**src/verilog/tinker_pkg.sv**
```systemverilog
//####################################################################
// Tinker types, opcode numbering and instruction field positions
// Opcodes of dropped instructions keep their numbers and act as no-ops
//####################################################################

package tinker_pkg;

    typedef logic [63:0] word_t;       // Data, addresses and PC
    typedef logic [31:0] inst_t;
    typedef logic [4:0]  reg_addr_t;
    typedef logic [11:0] literal_t;

    typedef enum logic [4:0] {
        op_and     = 5'd0,  op_or      = 5'd1,  op_xor     = 5'd2,  op_not     = 5'd3,
        op_shftr   = 5'd4,  op_shftri  = 5'd5,  op_shftl   = 5'd6,  op_shftli  = 5'd7,
        op_br      = 5'd8,  op_brr     = 5'd9,  op_brri    = 5'd10, op_brnz    = 5'd11,
        op_call    = 5'd12, op_return  = 5'd13, op_brgt    = 5'd14, op_priv    = 5'd15,
        op_mov_mem = 5'd16, op_mov_reg = 5'd17, op_mov_lit = 5'd18, op_mov_str = 5'd19,
        op_addf    = 5'd20, op_subf    = 5'd21, op_mulf    = 5'd22, op_divf    = 5'd23,
        op_add     = 5'd24, op_addi    = 5'd25, op_sub     = 5'd26, op_subi    = 5'd27,
        op_mul     = 5'd28, op_div     = 5'd29
    } opcode_t;

    // Instruction fields
    localparam int op_msb  = 31;
    localparam int op_lsb  = 27;
    localparam int rd_msb  = 26;
    localparam int rd_lsb  = 22;
    localparam int rs_msb  = 21;
    localparam int rs_lsb  = 17;
    localparam int rt_msb  = 16;
    localparam int rt_lsb  = 12;
    localparam int lit_msb = 11;
    localparam int lit_lsb = 0;

    // Priv with a nonzero literal, used as the pipeline bubble
    localparam inst_t nop_inst = {op_priv, 15'd0, 12'd1};

    // Opcodes whose second operand is the literal instead of rt
    function automatic logic uses_literal(opcode_t op);
        return op inside {op_addi, op_subi, op_shftri, op_shftli, op_brri,
                          op_mov_mem, op_mov_lit, op_mov_str};
    endfunction

endpackage

```
**src/verilog/tinker_decode.sv**
```systemverilog
//####################################################################
// Field split, operand select and DE/EX register
// Literal is zero-extended; immediate forms read their rs from rd
//####################################################################

`timescale 1ns/10ps

module tinker_decode (
    input  logic                   clk,
    input  logic                   reset,
    input  logic                   branch_taken,
    input  tinker_pkg::word_t      de_pc,
    input  tinker_pkg::inst_t      de_inst,
    input  tinker_pkg::word_t      rs_data,
    input  tinker_pkg::word_t      rt_data,
    input  tinker_pkg::word_t      rd_data,
    output tinker_pkg::reg_addr_t  rs,
    output tinker_pkg::reg_addr_t  rt,
    output tinker_pkg::reg_addr_t  rd,
    output tinker_pkg::word_t      ex_pc,
    output tinker_pkg::opcode_t    ex_op,
    output tinker_pkg::word_t      ex_a,
    output tinker_pkg::word_t      ex_b,
    output tinker_pkg::word_t      ex_c,
    output tinker_pkg::word_t      ex_literal,
    output tinker_pkg::reg_addr_t  ex_rd,
    output tinker_pkg::reg_addr_t  ex_rs,
    output tinker_pkg::reg_addr_t  ex_rt,
    output logic                   ex_reg_write,
    output logic                   ex_mem_read,
    output logic                   ex_mem_write,
    output logic                   ex_valid_op
);
    import tinker_pkg::*;

    opcode_t   op;
    reg_addr_t rs_field;
    literal_t  lit;
    word_t     lit_ext;
    logic      reg_write;
    logic      mem_read;
    logic      mem_write;
    logic      valid_op;

    assign op       = opcode_t'(de_inst[op_msb:op_lsb]);
    assign rd       = de_inst[rd_msb:rd_lsb];
    assign rs_field = de_inst[rs_msb:rs_lsb];
    assign rt       = de_inst[rt_msb:rt_lsb];
    assign lit      = de_inst[lit_msb:lit_lsb];
    assign lit_ext  = word_t'(lit);

    // Immediate forms operate on rd in place
    assign rs = (op inside {op_addi, op_subi, op_shftri, op_shftli, op_mov_lit}) ? rd : rs_field;

    // ################################################################
    // Control per opcode
    // ################################################################
    always_comb begin
        reg_write = 1'b0;
        mem_read  = 1'b0;
        mem_write = 1'b0;
        valid_op  = 1'b0;
        case (op)
            op_add, op_addi, op_sub, op_subi, op_mul, op_div,
            op_and, op_or, op_xor, op_not,
            op_shftr, op_shftri, op_shftl, op_shftli,
            op_mov_reg, op_mov_lit: begin
                reg_write = 1'b1;
                valid_op  = 1'b1;
            end
            op_mov_mem: begin
                reg_write = 1'b1;
                mem_read  = 1'b1;
                valid_op  = 1'b1;
            end
            op_mov_str: begin
                mem_write = 1'b1;
                valid_op  = 1'b1;
            end
            op_br, op_brr, op_brri, op_brnz, op_brgt:
                valid_op = 1'b1;
            op_priv:
                valid_op = (lit == '0);     // Halt only
            default: ;                      // Float, call, return
        endcase
    end

    // ################################################################
    // DE/EX register
    // ################################################################
    always_ff @(posedge clk or posedge reset) begin
        if (reset)
            {ex_reg_write, ex_mem_read, ex_mem_write, ex_valid_op} <= '0;
        else if (branch_taken)
            {ex_reg_write, ex_mem_read, ex_mem_write, ex_valid_op} <= '0;
        else
            {ex_reg_write, ex_mem_read, ex_mem_write, ex_valid_op} <=
                {reg_write, mem_read, mem_write, valid_op};
    end

    always_ff @(posedge clk) begin
        ex_pc      <= de_pc;
        ex_op      <= op;
        ex_a       <= rs_data;
        ex_b       <= uses_literal(op) ? lit_ext : rt_data;
        ex_c       <= rd_data;
        ex_literal <= lit_ext;
        ex_rd      <= rd;
        ex_rs      <= rs;
        ex_rt      <= rt;
    end

endmodule

```
**config.mk**
```make
export PLATFORM = sky130hd
export DESIGN_NAME = tinker_decode
export DESIGN_NICKNAME = d
export VERILOG_FILES = /design/src/verilog/tinker_pkg.sv /design/src/verilog/tinker_decode.sv
export SDC_FILE = /design/constraint.sdc
export NUM_CORES = 1
export LEC_CHECK = 0
export ABC_AREA = 1
export BUFFER_PORTS_ARGS = -buffer_cell sky130_fd_sc_hd__buf_2
export CORE_AREA = 2 2 251 253
export DETAILED_ROUTE_END_ITERATION = 8
export DIE_AREA = 0 0 253 255
export GPL_TIMING_DRIVEN = 0
export PLACE_DENSITY = 0.38
export SYNTH_ARGS = -nofsm -noshare
export SYNTH_HDL_FRONTEND = slang
export SYNTH_SLANG_ARGS = --single-unit
```
**constraint.sdc**
```tcl
create_clock -name clk -period 3.27 [get_ports clk]
set_clock_uncertainty 0.05 [all_clocks]
set_input_delay 0.4905 -clock clk [delete_from_list [all_inputs] [get_ports clk]]
set_output_delay 0.4905 -clock clk [all_outputs]
set_load 0.01 [all_outputs]
```
# [Word level (Yosys, flattened, before mapping)]
# Cells that the tools add are included.
[op_classes] n_eq_ne=23 muxes=10 reduce_logical=6
[op_table] operator="== test 5 bit, second input constant" n=10
[op_table] operator="== test 5 x 4 -> 1 bit, second input constant" n=6
[op_table] operator="OR reduction 23 bit" n=1
[op_table] operator="== test 5 x 3 -> 1 bit, second input constant" n=4
[op_table] operator="OR reduction 17 bit" n=1
[op_table] operator="zero test 12 bit" n=1
[op_table] operator="2-to-1 mux 12 bit" n=1
[op_table] operator="== test 5 x 2 -> 1 bit, second input constant" n=2
[op_table] operator="nonzero test 8 bit" n=1
[op_table] operator="2-to-1 mux 1 bit" n=7
[op_table] operator="== test 5 x 1 -> 1 bit, second input constant" n=1
[op_table] operator="zero test 5 bit" n=1
[op_table] operator="2-to-1 mux 5 bit" n=1
[op_table] operator="nonzero test 5 bit" n=1
[op_table] operator="one-hot mux 1 bit (2 select lines)" n=1
[totals] regBits=292 input_bits=291 out_inout_bits=359 elab_cells=53

# [Longest topological paths before layout]
[depth] word_depth=4 depth_mapped=11 mapped_depth_nobuf=9

# [Worst setup path before layout]
# Ideal clock, no wire load.
[synth_timing] path_kind="input-to-output" from="input port de_inst[31]" to="output port rs[0]" arrival_ps=1269 required_ps=2729 slack_ps=1461 stages=8 n_path_buf=1 path_cell_list="buf_2 -> nor2_2 -> nand2_1 -> nand2_1 -> nand2_4 -> nand2_4 -> nand2_1 -> nand2_1"
[synth_between] elab_chain_cells=3 elab_cells_between_ends=7 classes_between="eq/ne (5); mux (1); reduce/logical (1)"
[synth_lines] element="start: declaration" line="tinker_decode.sv:13" source="input tinker_pkg::inst_t de_inst,"
[synth_lines] element="== test 5 bit / == test 5 x 3 -> 1 bit (equally long branches)" line="tinker_decode.sv:53" source="assign rs = (op inside {op_addi, op_subi, op_shftri, op_shftli, op_mov_lit}) ? rd : rs_field;"
[synth_lines] element="nonzero test 5 bit (*)" line="tinker_decode.sv:53"
[synth_lines] element="2-to-1 mux 5 bit (*)" line="tinker_decode.sv:53"
[synth_lines] element="end: declaration" line="tinker_decode.sv:17" source="output tinker_pkg::reg_addr_t rs,"
# Every way passes the cells marked *; elsewhere a longest branch is shown, timed or not.

# [Worst setup path after layout]
[layout_timing] from="input port de_inst[27]" to="output port rs[2]"
# The elaborated chain is that of the path after synthesis.

==> flow_metrics.py <==
metrics = {
    "critical_path": {
        "critPathCaptureType": "output port",
        "cp.required_ns": 2.73,
        "critPathArrivalTime_ns": 2.17,
        "crit_fanout": 8,
        "worst_setup_path_start_kind": "primary input",
        "path_class": "primary input to output port",
    },
    "power_and_ir_drop": {
        "p_clk_share_pct": 46.3,
        "p_per_area_mw_per_mm2": 606,
        "irDropWorstVdd_v": 0.000365,
        "pwr-share-comb_pct": 11.7,
        "seqPwrFrac_pct": 42.0,
        "internal-power_mw": 6.87,
        "switchingPower_mw": 2.28,
        "power_mw": 9.15,
        "p_sw_share_pct": 24.9,
        "p_leak_nw": 7.63,
    },
    "global_routing": {
        "grtUsageTotal_pct": 9.82,
        "grt_max_degree": 13,
        "antenna_found_initial": 18,
        "grt_overflow_total": 0,
        "grt_pass1_vias": 7212,
        "grt_pass1_wl_mm": 45.6,
    },
    "yosys": {
        "yosysTopAreaCell": "dfxtp_1",
        "yosys_warnings": 0,
        "synthCells": 586,
        "yosys-top-cells-area": "dfxtp_1 (77%), buf_4 (6.4%), nor2_2 (4.4%), inv_1 (3.0%), nand2_1 (2.9%)",
        "synth_cell_types": 23,
        "synth_top_area_share_pct": 77.0,
        "synth_area_mm2": 0.00749,
        "ys_ff_latch": 292,
        "seq_area_frac_synth_pct": 78.3,
        "syn_avg_cell_area_um2": 12.8,
    },
    "place": {
        "gp_congestion": 0.750,
        "placed_area_mm2": 0.0117,
        "dp_cells": 2033,
        "port_buffers": 597,
        "dpl.hpwl_mm": 27.6,
    },
    "layout": {
        "final_util_pct": 24.3,
        "stdcell_count": 2319,
        "area_delta_synth_final_pct": 101,
        "drive_above_1_share_pct": 52.5,
        "fill_cells": 6723,
        "fin_area_mm2": 0.0151,
        "layout.nets": 1777,
    },
    "die": {
        "die_x_um": 253,
        "rows": 92,
        "core-area_mm2": 0.0622,
        "die_y_um": 255,
        "die_area_mm2": 0.0645,
        "start_util_pct": 12.1,
        "pin_count": 650,
    },
    "sta": {
        "hold_viol_final": 0,
        "maxSlewViolCount": 0,
        "fin_tns_setup_ns": 0,
        "period_share_pct": 82.7,
        "setup_viol": 0,
        "max_clock_freq_mhz": 370,
        "fin_crit_ns": 2.71,
        "rsz0062_at_grt": "false",
    },
    "clocking": {
        "cts_inserted_buffers": 38,
        "clk_pin_slew_worst_paths_ns": 0.05,
        "clk_path_buf_depth": 3,
        "clock_sinks": 292,
        "cts_tree": "yes",
        "root_buffer": "clkbuf_16",
        "htree_levels": 2,
    },
    "detailed_routing": {
        "vias": 7083,
        "drt_pass1_iterations": 4,
        "drc": 0,
        "wl_mm": 34.7,
        "antenna_left": 0,
        "wl_per_cell_um": 15.0,
        "via_per_inst": 3.05,
        "drt_iter0_drc": 161,
    },
    "hold_path": {
        "hold_start": "de_inst[29]",
        "hold_depth": 1,
        "min_path_type": "primary input to register",
        "hold_end": "ex_op[2]",
    },
    "run_status": {
        "status": "completed",
    },
    "flow_run": {
        "cap_viol_max_count": 0,
    },
}
Yosys cell counts (all sizes together):
| cell type | instances |
|---|---|
| dfxtp | 288 |
| buf | 72 |
| nor2 | 71 |
| inv | 62 |
| nand2 | 60 |
| nand3 | 20 |
| dfrtp | 4 |
| o21ai | 4 |
| nor4 | 2 |
| a21oi | 1 |
| conb | 1 |
| nor3 | 1 |
kinds of logic after synthesis:
group	share of synthesized area, %
buffers and inverters	10.7
AO/OA/AOI/OAI	0.384
other	0.0501
AND/OR/NAND/NOR	10.6
flip-flops	78.3
registers in the layout, indices dropped and copies added, names as in the netlist:
name and count:
ex_reg_write 1, ex_a 64, ex_b 64, ex_literal 12, ex_rd 5, ex_mem_write 1
ex_rt 5, ex_op 5, ex_rs 5, ex_pc 64, ex_valid_op 1, ex_mem_read 1
ex_c 64
per-stage QoR:
step | setup slack (ns) | hold WS (ns)
floorplan | 1.46 | 0.207
global placement | 1.08 | 0.325
detailed placement | 1.07 | 0.328
CTS | 0.542 | 0.00256
global route | 0.434 | 0.0108
finish | 0.564 | 0.0437
power by group through the flow:
stage / Combinational (mW) / Clock, mW / Sequential [mW]
5_1_grt: 1.17 / 4.54 / 3.86
2_1_floorplan: 0.234 / 0 / 4.04
6_report: 1.07 / 4.23 / 3.84
3_5_place_dp: 0.881 / 0 / 3.92
4_1_cts: 1.09 / 4.40 / 3.85
3_3_place_gp: 0.881 / 0 / 3.92
what timing repair did:
| item | CTS | global route |
|---|---|---|
| endpoints found under the setup margin | 0 | 0 |
| hold endpoints to repair | 215 | 0 |
| hold buffers | 212 | 0 |
| gates resized for setup | 0 | 0 |
| buffers inserted | 0 | 0 |
area by class of cell:
| class | count | area, µm² | area share (%) |
|---|---|---|---|
| diodes | 4 | 10.0 | 0.0663 |
| clock inverters | 20 | 243 | 1.61 |
| clock buffers | 50 | 1050 | 6.93 |
| plain buffers | 72 | 558 | 3.70 |
| inverters | 62 | 240 | 1.59 |
| repair buffers | 809 | 5110 | 33.9 |
| flip-flops and latches | 292 | 5870 | 38.9 |
| multi-input cells | 211 | 1020 | 6.76 |
| well taps | 799 | 1000 | 6.62 |
worst max-delay path: stages:
cell and delay, ns:
dlygate4sd3_1 0.52, buf_2 0.13, buf_4 0.17, nor2_4 0.18, nand3_2 0.18, nand2_4 0.20, nand2_1 0.07, nand2_1 0.08
buf_2 0.14
worst max path at each step:
stage | cells after the start | slack, ns | from | endpoint
global placement | 10 | 1.08 | de_inst[31] | rs[2]
floorplan | 8 | 1.46 | de_inst[31] | rs[0]
detailed placement | 10 | 1.07 | de_inst[31] | rs[2]
CTS | 9 | 0.54 | de_inst[27] | rs[2]
global route | 9 | 0.43 | de_inst[27] | rs[2]
finish | 9 | 0.56 | de_inst[27] | rs[2]
routing by layer:
layer / vias to the layer above / share of wire (%) / global-route usage, %
met1: 3164 / 36 / 10.2
met5: - / 0.14 / 0
li1: 3454 / - / -
met4: 8 / 2.7 / 3.09
met2: 389 / 49 / 17.3
met3: 68 / 11 / 4.91
cell usage in the layout (no fill, tap or decap), types with 3 or more instances in the layout:
master         instances
buf_2                599
buf_4                 64
buf_6                  6
bufinv_16              3
clkbuf_1               7
clkbuf_16             38
clkbuf_8               5
clkinv_2               8
conb_1                52
dfrtp_1                4
dfxtp_1              288
diode_2                4
dlygate4sd3_1        212
inv_1                 59
nand2_1               57
nand3_1               19
nor2_1                15
nor2_2                53
o21ai_0                3
No activity file was read; power rests on OpenSTA's default activity.
