### src/verilog/tinker_pkg.sv
//####################################################################
// Tinker types, opcode numbering and instruction field positions
// Opcodes of dropped instructions keep their numbers and act as no-ops
//####################################################################

package tinker_pkg;

    typedef logic [63:0] word_t;       // Data, addresses and PC
    typedef logic [31:0] inst_t;
    typedef logic [4:0]  reg_addr_t;
    typedef logic [11:0] literal_t;

    typedef enum logic [4:0] {
        op_and     = 5'd0,  op_or      = 5'd1,  op_xor     = 5'd2,  op_not     = 5'd3,
        op_shftr   = 5'd4,  op_shftri  = 5'd5,  op_shftl   = 5'd6,  op_shftli  = 5'd7,
        op_br      = 5'd8,  op_brr     = 5'd9,  op_brri    = 5'd10, op_brnz    = 5'd11,
        op_call    = 5'd12, op_return  = 5'd13, op_brgt    = 5'd14, op_priv    = 5'd15,
        op_mov_mem = 5'd16, op_mov_reg = 5'd17, op_mov_lit = 5'd18, op_mov_str = 5'd19,
        op_addf    = 5'd20, op_subf    = 5'd21, op_mulf    = 5'd22, op_divf    = 5'd23,
        op_add     = 5'd24, op_addi    = 5'd25, op_sub     = 5'd26, op_subi    = 5'd27,
        op_mul     = 5'd28, op_div     = 5'd29
    } opcode_t;

    // Instruction fields
    localparam int op_msb  = 31;
    localparam int op_lsb  = 27;
    localparam int rd_msb  = 26;
    localparam int rd_lsb  = 22;
    localparam int rs_msb  = 21;
    localparam int rs_lsb  = 17;
    localparam int rt_msb  = 16;
    localparam int rt_lsb  = 12;
    localparam int lit_msb = 11;
    localparam int lit_lsb = 0;

    // Priv with a nonzero literal, used as the pipeline bubble
    localparam inst_t nop_inst = {op_priv, 15'd0, 12'd1};

    // Opcodes whose second operand is the literal instead of rt
    function automatic logic uses_literal(opcode_t op);
        return op inside {op_addi, op_subi, op_shftri, op_shftli, op_brri,
                          op_mov_mem, op_mov_lit, op_mov_str};
    endfunction

endpackage

### src/verilog/tinker_fetch.sv
//####################################################################
// PC and IF/DE register; a taken branch bubbles the slot in decode
//####################################################################

`timescale 1ns/10ps

module tinker_fetch #(
    parameter tinker_pkg::word_t reset_pc = 64'h2000
) (
    input  logic               clk,
    input  logic               reset,
    input  logic               branch_taken,
    input  tinker_pkg::word_t  branch_pc,
    input  tinker_pkg::inst_t  inst,
    output tinker_pkg::word_t  fetch_pc,
    output tinker_pkg::word_t  de_pc,
    output tinker_pkg::inst_t  de_inst
);
    import tinker_pkg::*;

    always_ff @(posedge clk or posedge reset) begin
        if (reset)
            fetch_pc <= reset_pc;
        else if (branch_taken)
            fetch_pc <= branch_pc;      // Redirect from MEM
        else
            fetch_pc <= fetch_pc + 64'd4;
    end

    always_ff @(posedge clk or posedge reset) begin
        if (reset)
            de_inst <= nop_inst;
        else
            de_inst <= branch_taken ? nop_inst : inst;
    end

    always_ff @(posedge clk) begin
        de_pc <= fetch_pc;
    end

endmodule

### config.mk
export PLATFORM = sky130hd
export DESIGN_NAME = tinker_fetch
export DESIGN_NICKNAME = d
export VERILOG_FILES = /design/src/verilog/tinker_pkg.sv /design/src/verilog/tinker_fetch.sv
export SDC_FILE = /design/constraint.sdc
export NUM_CORES = 1
export LEC_CHECK = 0
export BUFFER_PORTS_ARGS = -buffer_cell sky130_fd_sc_hd__buf_2
export CORE_ASPECT_RATIO = 2
export CORE_MARGIN = 2
export CORE_UTILIZATION = 50
export DETAILED_ROUTE_END_ITERATION = 7
export MAX_ROUTING_LAYER = met4
export PLACE_DENSITY = 0.83
export REMOVE_ABC_BUFFERS = 1
export SETUP_SLACK_MARGIN = 0.4
export SYNTH_ARGS = -nofsm -noshare
export SYNTH_HDL_FRONTEND = slang
export SYNTH_SLANG_ARGS = --single-unit
### constraint.sdc
create_clock -name clk -period 3.93 [get_ports clk]
set_input_delay 0.1965 -clock clk [delete_from_list [all_inputs] [get_ports clk]]
set_output_delay 0.1965 -clock clk [all_outputs]
set_load 0.01 [all_outputs]
# Word level (Yosys, flattened, before mapping)
# Cells that the tools add are included.
# Widths: inputs -> output; s select.
[totals] word_cells=6 reg_bits=160
[op_classes] muxes=2 addsub=1
[ops] op="$add 64x3->64 const B" count=1
[ops] op="$mux 64" count=1
[ops] op="$mux 32" count=1

# Logic depth before layout (Yosys ltp)
# Gate-level depths: netlist (run 1).
[depth] ltp_word=2 mapped_depth=7 mapped_depth_nobuf=6

# Worst setup path after synthesis (run 1)
# OpenSTA, ideal clock, no wires.
[synth_timing] kind="register to register" from="reg fetch_pc[2]" to="reg fetch_pc[50]" t_arrival_ns=1.984 setup_time_ns=0.082 path_stages_with_launch=7 path_slack_ns=1.864 synth_period_minus_slack_ns=2.066 cell_sequence="dfrtp_1 ha_1 nand4_1 nor3_2 nand3_2 or4_1 a31oi_1"
[synth_between] elab_chain_len=2
[synth_rtl] item="from (decl)" line="tinker_fetch.sv:15" source="output tinker_pkg::word_t fetch_pc,"
[synth_rtl] item="from (signal assigned)" line="tinker_fetch.sv:23" source="fetch_pc <= reset_pc;"
[synth_rtl] item="from (signal assigned)" line="tinker_fetch.sv:25" source="fetch_pc <= branch_pc;"
[synth_rtl] item="from (signal assigned)" line="tinker_fetch.sv:27" source="fetch_pc <= fetch_pc + 64'd4;"
[synth_rtl] item="$add 64x3->64" line="tinker_fetch.sv:27"
[synth_rtl] item="$mux 64" line="tinker_fetch.sv:24" source="else if (branch_taken)"
# No other way between the ends.

# Worst setup path in the final report (run 1)
[layout_timing] from="reg fetch_pc[2]" to="reg fetch_pc[42]"
# The elaborated chain is that of the path after synthesis.

==> results of run 1 <==
## layout by cell type, fill, tap and decap left out, types with 2 or more instances in the layout
cell type	instances
sky130_fd_sc_hd__or4_1	14
sky130_fd_sc_hd__xnor2_1	11
sky130_fd_sc_hd__xor2_1	20
sky130_fd_sc_hd__dfstp_2	6
sky130_fd_sc_hd__and2_1	5
sky130_fd_sc_hd__inv_1	5
sky130_fd_sc_hd__buf_2	257
sky130_fd_sc_hd__nand2b_1	2
sky130_fd_sc_hd__buf_4	6
sky130_fd_sc_hd__inv_6	3
sky130_fd_sc_hd__mux2_2	3
sky130_fd_sc_hd__nor4_1	5
sky130_fd_sc_hd__inv_8	2
sky130_fd_sc_hd__and4_1	5
sky130_fd_sc_hd__o21ai_0	44
sky130_fd_sc_hd__or2_2	5
sky130_fd_sc_hd__a31oi_1	23
sky130_fd_sc_hd__nor2_1	31
sky130_fd_sc_hd__clkinv_4	4
sky130_fd_sc_hd__nand3_1	37
sky130_fd_sc_hd__nand3_2	3
sky130_fd_sc_hd__o31a_1	2
sky130_fd_sc_hd__dfxtp_1	64
sky130_fd_sc_hd__dfrtp_1	90
sky130_fd_sc_hd__clkbuf_16	17
sky130_fd_sc_hd__nor3_1	5
sky130_fd_sc_hd__and3_1	15
sky130_fd_sc_hd__o31ai_1	12
sky130_fd_sc_hd__dlygate4sd3_1	54
sky130_fd_sc_hd__nor2b_1	32
sky130_fd_sc_hd__or3_1	11
sky130_fd_sc_hd__clkinvlp_4	2
sky130_fd_sc_hd__a22oi_1	3
sky130_fd_sc_hd__nand2_1	48
sky130_fd_sc_hd__o211ai_1	2
sky130_fd_sc_hd__nand4_4	2
sky130_fd_sc_hd__nand4_1	23
## cell families (layout without fill, tap and decap cells)
kind of cell,after synthesis,count (layout)
AND/OR/NAND/NOR,250,250
flip-flops,160,160
AO/OA/AOI/OAI,88,88
XOR/XNOR,31,31
buffers and inverters,31,356
multiplexers,3,3
adder cells (fa/ha/maj),1,1
## power by group
part,internal (mW),switching (mW)
combinational,0.245,0.280
clock,0.911,0.721
sequential,1.79,0.132
total,2.94,1.13
## worst paths after layout
| path | start | end | depth (start not counted) | slack, ns |
|---|---|---|---|---|
| max | fetch_pc[2]$_DFF_PP0_ | fetch_pc[42]$_DFF_PP0_ | 7 | 1.49 |
| min | inst[14] | de_inst[14]$_DFF_PP0_ | 2 | 0.004 |
| max reg2reg | fetch_pc[2]$_DFF_PP0_ | fetch_pc[42]$_DFF_PP0_ | 7 | 1.49 |
| min reg2reg | fetch_pc[0]$_DFFE_PP0P_ | de_pc[0]$_DFF_P_ | 0 | 0.40 |
| max in group asynchronous | reset | fetch_pc[13]$_DFF_PP1_ | 4 | 2.44 |
| min in group asynchronous | reset | de_inst[1]$_DFF_PP0_ | 3 | 0.49 |
## per-layer routing
layer | track usage | wire length [um] | up-vias
met5 | - | 0 | -
met2 | 0.497 | 10100 | 267
met4 | 0.155 | 792 | 0
met1 | 0.318 | 6460 | 2683
li1 | - | - | 2631
met3 | 0.0463 | 977 | 51
## state kept, by name, summed over array words and instances (netlist names)
register and count:
fetch_pc 64, de_inst 32, de_pc 64
## through the flow
step / total power [mW] / utilization / worst slack, ns
6_report: 4.07 / 0.716 / 1.49
5_1_grt: 4.22 / 0.716 / 1.36
4_1_cts: 4.09 / 0.716 / 1.50
3_5_place_dp: 2.42 / 0.622 / 1.52
3_3_place_gp: 2.41 / 0.622 / 1.64
2_1_floorplan: 2.14 / - / 1.24
## area by class of cell
class	instances	area share
inverter	7	0.00333
tap	147	0.0213
clock inverter	14	0.0174
timing repair buffer	317	0.217
sequential	160	0.428
multi-input combinational	373	0.262
clock buffer	18	0.0509
## critical path: cells and delay by family, from the launching register on
family | cells | cell delay, ns
buf+inv | 1 | 0.24
compound gates | 1 | 0.19
simple gates | 4 | 1.27
fa+ha+maj | 1 | 0.23
flops | 1 | 0.41
==> metrics, run 1 <==
worst clock skew on the final layout=approximately 0.0075 ns; number of H-tree branching levels=4; Die Width=82.1 um; post-layout minimum cycle time=between 2 and 2.5 ns; top achievable clock speed=410 MHz; Data required, critical path=4.26 ns; DIE AREA=0.0132 mm^2; dominant combinational cell family by area after synthesis=simple AND/OR/NAND/NOR gates; RSZ-0062 raised after global routing=no; Worst-Skew Late Latency=between 0.4 and 0.5 ns; number of max-slew violations in the final report=0; critical path arrival=2.77 ns; remaining max-slew budget at the tightest pin=0.444; adder-cell area share of the yosys netlist=0.00205; Detail Placement HPWL=12,400 um; Die Y-Extent=160 um; Critical Path Source Type=register; share of synthesized registers carrying an async set or reset=0.600; post_cts resized=0; # port buffers=258; Std-Cell Rows=57; most numerous cell on the critical path=sky130_fd_sc_hd__nand4_1; deepest clock path buffer count=2; via count=between 5,000 and 6,000; flip-flop and latch count after synthesis=160; top-level port count=around 260; Area growth syn-to-layout=41.4%; synth unique cells=46; Hold Slack=0.00391 ns; Leak Pwr=3.93 nW; WL final=18,300 um; total negative setup slack=0 ns; most repeated cell in the gate-level netlist after synthesis=sky130_fd_sc_hd__dfrtp_1; effective utilization at floorplan=0.506; ordered cell list for the critical path=ha_1 -> nand4_1 -> nor3_2 -> buf_4 -> nand4_1 -> or3_1 -> a31oi_1; share of the yosys chip area belonging to registers=0.605; number of sinks on the clock net=160; combined global-route utilization of all metal layers=0.293; fill count=877; maximum capacitance violations=0; routed vias/inst=5.44; post-synth design cell area=0.00610 mm^2; area of placed instances=0.00750 mm^2; initial detailed-routing violation count=~330; fraction of synthesized area in multiplexers=0.00553; clock transition time at the flip-flop clock pins of the worst setup and hold paths=around 0.060 ns; number of antenna-violating nets in the routed design=0; cell type with the highest aggregate area in the netlist=sky130_fd_sc_hd__dfrtp_1; crit path kind=register to register; share of the synthesized area in the top cell type=0.369; global-route wire length before repair=28,500 um; Max rail drop VDD=455 uV; Multi-input gate area=0.00226 mm^2; slew at the pin closest to its max-slew limit=0.835 ns; TritonCTS clock tree=done; storage element area=0.00369 mm^2; Final period util=0.621; Critical Path Slowest Stage Cell=sky130_fd_sc_hd__or3_1; number of buffers created by CTS=17; number of cells in the design after placement=950; total setup violations reported at the end of the flow=0; stage delay of the slowest cell on the critical path=0.42 ns; post-route cell area=~0.0086 mm^2; number of antenna repair diodes=0; global route total overflow=0; TritonRoute pass-1 iters=6; xor and xnor fraction of the mapped netlist area=0.0445; commonest cells in the netlist=sky130_fd_sc_hd__dfrtp_1 (90), sky130_fd_sc_hd__dfxtp_1 (64), sky130_fd_sc_hd__nand2_1 (48), sky130_fd_sc_hd__o21ai_0 (44), sky130_fd_sc_hd__nand3_1 (37); share of the synthesized area in compound gates (AO/OA/AOI/OAI)=0.0859; power density over cell area=472 mW/mm^2; fraction of the mapped netlist area in simple logic gates=0.233; final weighted congestion in routability-driven placement=0.901; worst hold-check path type=primary input to register; run status=complete, no violations; hold violation total from the final report=0; core region area=0.0121 mm^2; setup bufs post-CTS=0; maximum fanout along the worst path=15; number of antenna violations at the first check in global routing=0; number of enable flip-flop cells after synthesis=0; drc violations=0; vias in the first global route=5,603; nets@finish=976; number of warning messages in the yosys log=0; most used flip-flop cell after synthesis=sky130_fd_sc_hd__dfrtp_1; filler-free cell count of the finished design=1,036; Post-CTS Hold Fix Bufs=54; pin count of the biggest net entering global routing=a little under 90; cell at the root of the clock tree=sky130_fd_sc_hd__clkbuf_16; post-detailed-route wirelength per cell=17.6 um; fraction of final layout cells with drive strength greater than 1=0.363; cells taking the most area after synthesis=sky130_fd_sc_hd__dfrtp_1 (37%), sky130_fd_sc_hd__dfxtp_1 (21%), sky130_fd_sc_hd__o21ai_0 (3.6%), sky130_fd_sc_hd__nor2b_1 (3.3%), sky130_fd_sc_hd__nand3_1 (3.0%); post-synthesis cell count=564; kind of capture point of the worst setup path=register; average cell area after synthesis=roughly 11 um^2
(Power assumes the default switching activity.)
==> run 2: changes to the inputs <==
--- a/config.mk
+++ b/config.mk
@@ -8,10 +8,10 @@
 export BUFFER_PORTS_ARGS = -buffer_cell sky130_fd_sc_hd__buf_2
 export CORE_ASPECT_RATIO = 2
 export CORE_MARGIN = 2
-export CORE_UTILIZATION = 50
+export CORE_UTILIZATION = 48
 export DETAILED_ROUTE_END_ITERATION = 7
 export MAX_ROUTING_LAYER = met4
-export PLACE_DENSITY = 0.83
+export PLACE_DENSITY = 0.8
 export REMOVE_ABC_BUFFERS = 1
 export SETUP_SLACK_MARGIN = 0.4
 export SYNTH_ARGS = -nofsm -noshare
==> constraint.sdc (replaced) <==
create_clock -name clk -period 2.5 [get_ports clk]
set_input_delay 0.125 -clock clk [delete_from_list [all_inputs] [get_ports clk]]
set_output_delay 0.125 -clock clk [all_outputs]
set_load 0.01 [all_outputs]
==> metrics, run 2 (synthesized netlist as in run 1, its figures left out) <==
post-detailed-route wirelength per cell=17.8 um (was 17.6 um); top routing layer in use=met4 (unchanged); Final period util=0.838 (was 0.621); drc violations=0 (unchanged); WL final=19,800 um (was 18,300 um); post-place setup slack=0.0208 ns (was 1.52 ns); maximum capacitance violations=0 (unchanged); post-layout minimum cycle time=2.10 ns (was 2.44 ns); hold violation total from the final report=0 (unchanged); Worst-Skew Late Latency=0.42 ns (about the same); core region area=0.0125 mm^2 (was 0.0121 mm^2); number of sinks on the clock net=160 (unchanged); Die Y-Extent=163 um (was 160 um); fraction of final layout cells with drive strength greater than 1=0.398 (was 0.363); Critical Path Source Type=register (unchanged); number of antenna-violating nets in the routed design=0 (unchanged); Leak Pwr=4.28 nW (was 3.93 nW); run status=complete, no violations (unchanged); sum of internal, switching and leakage power=6.43 mW (was 4.07 mW); Worst Slack Setup Final=0.404 ns (was 1.49 ns); via count=5,944 (was 5,632); pin count of the biggest net entering global routing=106 (was 87); total negative setup slack=0 ns (unchanged); most frequent cells in the layout=sky130_fd_sc_hd__buf_2 (258), sky130_fd_sc_hd__dlygate4sd3_1 (95), sky130_fd_sc_hd__dfrtp_1 (75), sky130_fd_sc_hd__dfxtp_1 (64), sky130_fd_sc_hd__nand2_1 (47) (was sky130_fd_sc_hd__buf_2 (257), sky130_fd_sc_hd__dfrtp_1 (90), sky130_fd_sc_hd__dfxtp_1 (64), sky130_fd_sc_hd__dlygate4sd3_1 (54), sky130_fd_sc_hd__nand2_1 (48)); nets@finish=1,051 (was 976); kind of capture point of the worst setup path=register (unchanged); number of antenna repair diodes=0 (unchanged); met2 wire length=11,100 um (was 10,100 um); critical path arrival=2.44 ns (was 2.77 ns); most common library cell in the layout ignoring fill and taps=sky130_fd_sc_hd__buf_2 (unchanged); number of buffers created by CTS=17 (unchanged); number of max-slew violations in the final report=0 (unchanged); number of H-tree branching levels=4 (unchanged); worst clock skew on the final layout=0.0103 ns (was 0.00749 ns); Area growth syn-to-layout=54.6% (was 41.4%); global route total overflow=0 (unchanged); total setup violations reported at the end of the flow=0 (unchanged); number of antenna violations at the first check in global routing=0 (unchanged); TritonCTS clock tree=done (unchanged); slew at the pin closest to its max-slew limit=0.681 ns (was 0.835 ns); leading registers by flop count=de_pc (64), fetch_pc (64), de_inst (32) (unchanged); RSZ-0062 raised after global routing=yes (was no); Max rail drop VDD=691 uV (was 455 uV); clock transition time at the flip-flop clock pins of the worst setup and hold paths=0.06 ns (about the same); top-level port count=259 (unchanged); Std-Cell Rows=58 (was 57); maximum fanout along the worst path=5 (was 15); Die Width=83.7 um (was 82.1 um); crit path kind=register to register (unchanged); initial detailed-routing violation count=391 (was 331); remaining max-slew budget at the tightest pin=0.546 (was 0.444); # port buffers=258 (unchanged); vias in the first global route=6,024 (was 5,603); worst hold-check path type=primary input to register (unchanged); final weighted congestion in routability-driven placement=0.907 (was 0.901); effective utilization at floorplan=0.489 (was 0.506); met1 WL=6990 um (was 6460 um); Data required, critical path=2.85 ns (was 4.26 ns); global-route wire length before repair=30,700 um (was 28,500 um); power density over cell area=682 mW/mm^2 (was 472 mW/mm^2); Detail Placement HPWL=12,900 um (was 12,400 um); DIE AREA=0.0137 mm^2 (was 0.0132 mm^2); cell at the root of the clock tree=sky130_fd_sc_hd__clkbuf_16 (unchanged); combined global-route utilization of all metal layers=0.295 (was 0.293); routed vias/inst=5.34 (was 5.44); TritonRoute pass-1 iters=5 (was 6); deepest clock path buffer count=2 (unchanged); top achievable clock speed=477 MHz (was 410 MHz); Hold Slack=0.0272 ns (was 0.00391 ns); Routed met3 length=968 um (was 977 um)
run 2: cell count changes in the layout (fill, tap and decap cells not counted), sizes merged:
cell	before	now
inv	12	11
clkinvlp	2	3
buf	263	297
dlygate4sd3	54	95
run 2: layout make-up:
type | instances | area, um^2
Clock buffer | 18 | 439
Fill cell | 881 | 3040
Sequential cell | 160 | 3710
Timing Repair Buffer | 392 | 2570
Inverter | 7 | 28.8
Clock inverter | 14 | 129
Multi-Input combinational cell | 373 | 2370
Tap cell | 150 | 188
run 2: worst max-delay path: stages, from the launching register on:
cell,delay (ns)
sky130_fd_sc_hd__dfstp_2,0.53
sky130_fd_sc_hd__nand4_1,0.17
sky130_fd_sc_hd__buf_4,0.20
sky130_fd_sc_hd__nor3_4,0.17
sky130_fd_sc_hd__buf_6,0.15
sky130_fd_sc_hd__nand4_1,0.20
sky130_fd_sc_hd__or4_1,0.52
sky130_fd_sc_hd__nand3_1,0.09
run 2: power breakdown:
group          switching (mW)  internal [mW]  total, mW
Sequential              0.205           2.81       3.02
Combinational           0.478          0.448      0.925
Clock                    1.08           1.41       2.49
run 2: final timing paths:
check / startpoint / endpoint / slack, ns / cells past startpoint
max: fetch_pc[13]$_DFF_PP1_ / fetch_pc[48]$_DFF_PP0_ / 0.40 / 7
min: branch_pc[60] / fetch_pc[60]$_DFF_PP0_ / 0.03 / 3
max reg2reg: fetch_pc[13]$_DFF_PP1_ / fetch_pc[48]$_DFF_PP0_ / 0.40 / 7
min reg2reg: fetch_pc[0]$_DFFE_PP0P_ / de_pc[0]$_DFF_P_ / 0.40 / 0
max in group asynchronous: reset / fetch_pc[13]$_DFF_PP1_ / 1.39 / 4
min in group asynchronous: reset / de_inst[8]$_DFF_PP0_ / 0.35 / 3
run 2: metal layers:
layer  global-route usage  up-vias
li1                     -     2799
met1                0.316     2848
met2                0.529      245
met3               0.0460       52
met4                0.139        0
met5                    -        -
run 2: repair_timing:
item | 4_1_cts | 5_1_grt
setup endpoints to repair | 26 | 27
pin swaps | 9 | 12
buffers inserted | 13 | 10
gates cloned | 1 | 0
endpoints found under the hold margin | 138 | 0
gates resized for setup | 7 | 34
hold buffers | 95 | 0
run 2: per-stage QoR:
stage               area [um^2]  utilization  instances
CTS                        9260        0.742       1104
finish                     9440        0.756       1114
global route               9440        0.756       1114
detailed placement         7600        0.609        963
floorplan                  5980            -        540
global placement           7600        0.609        963
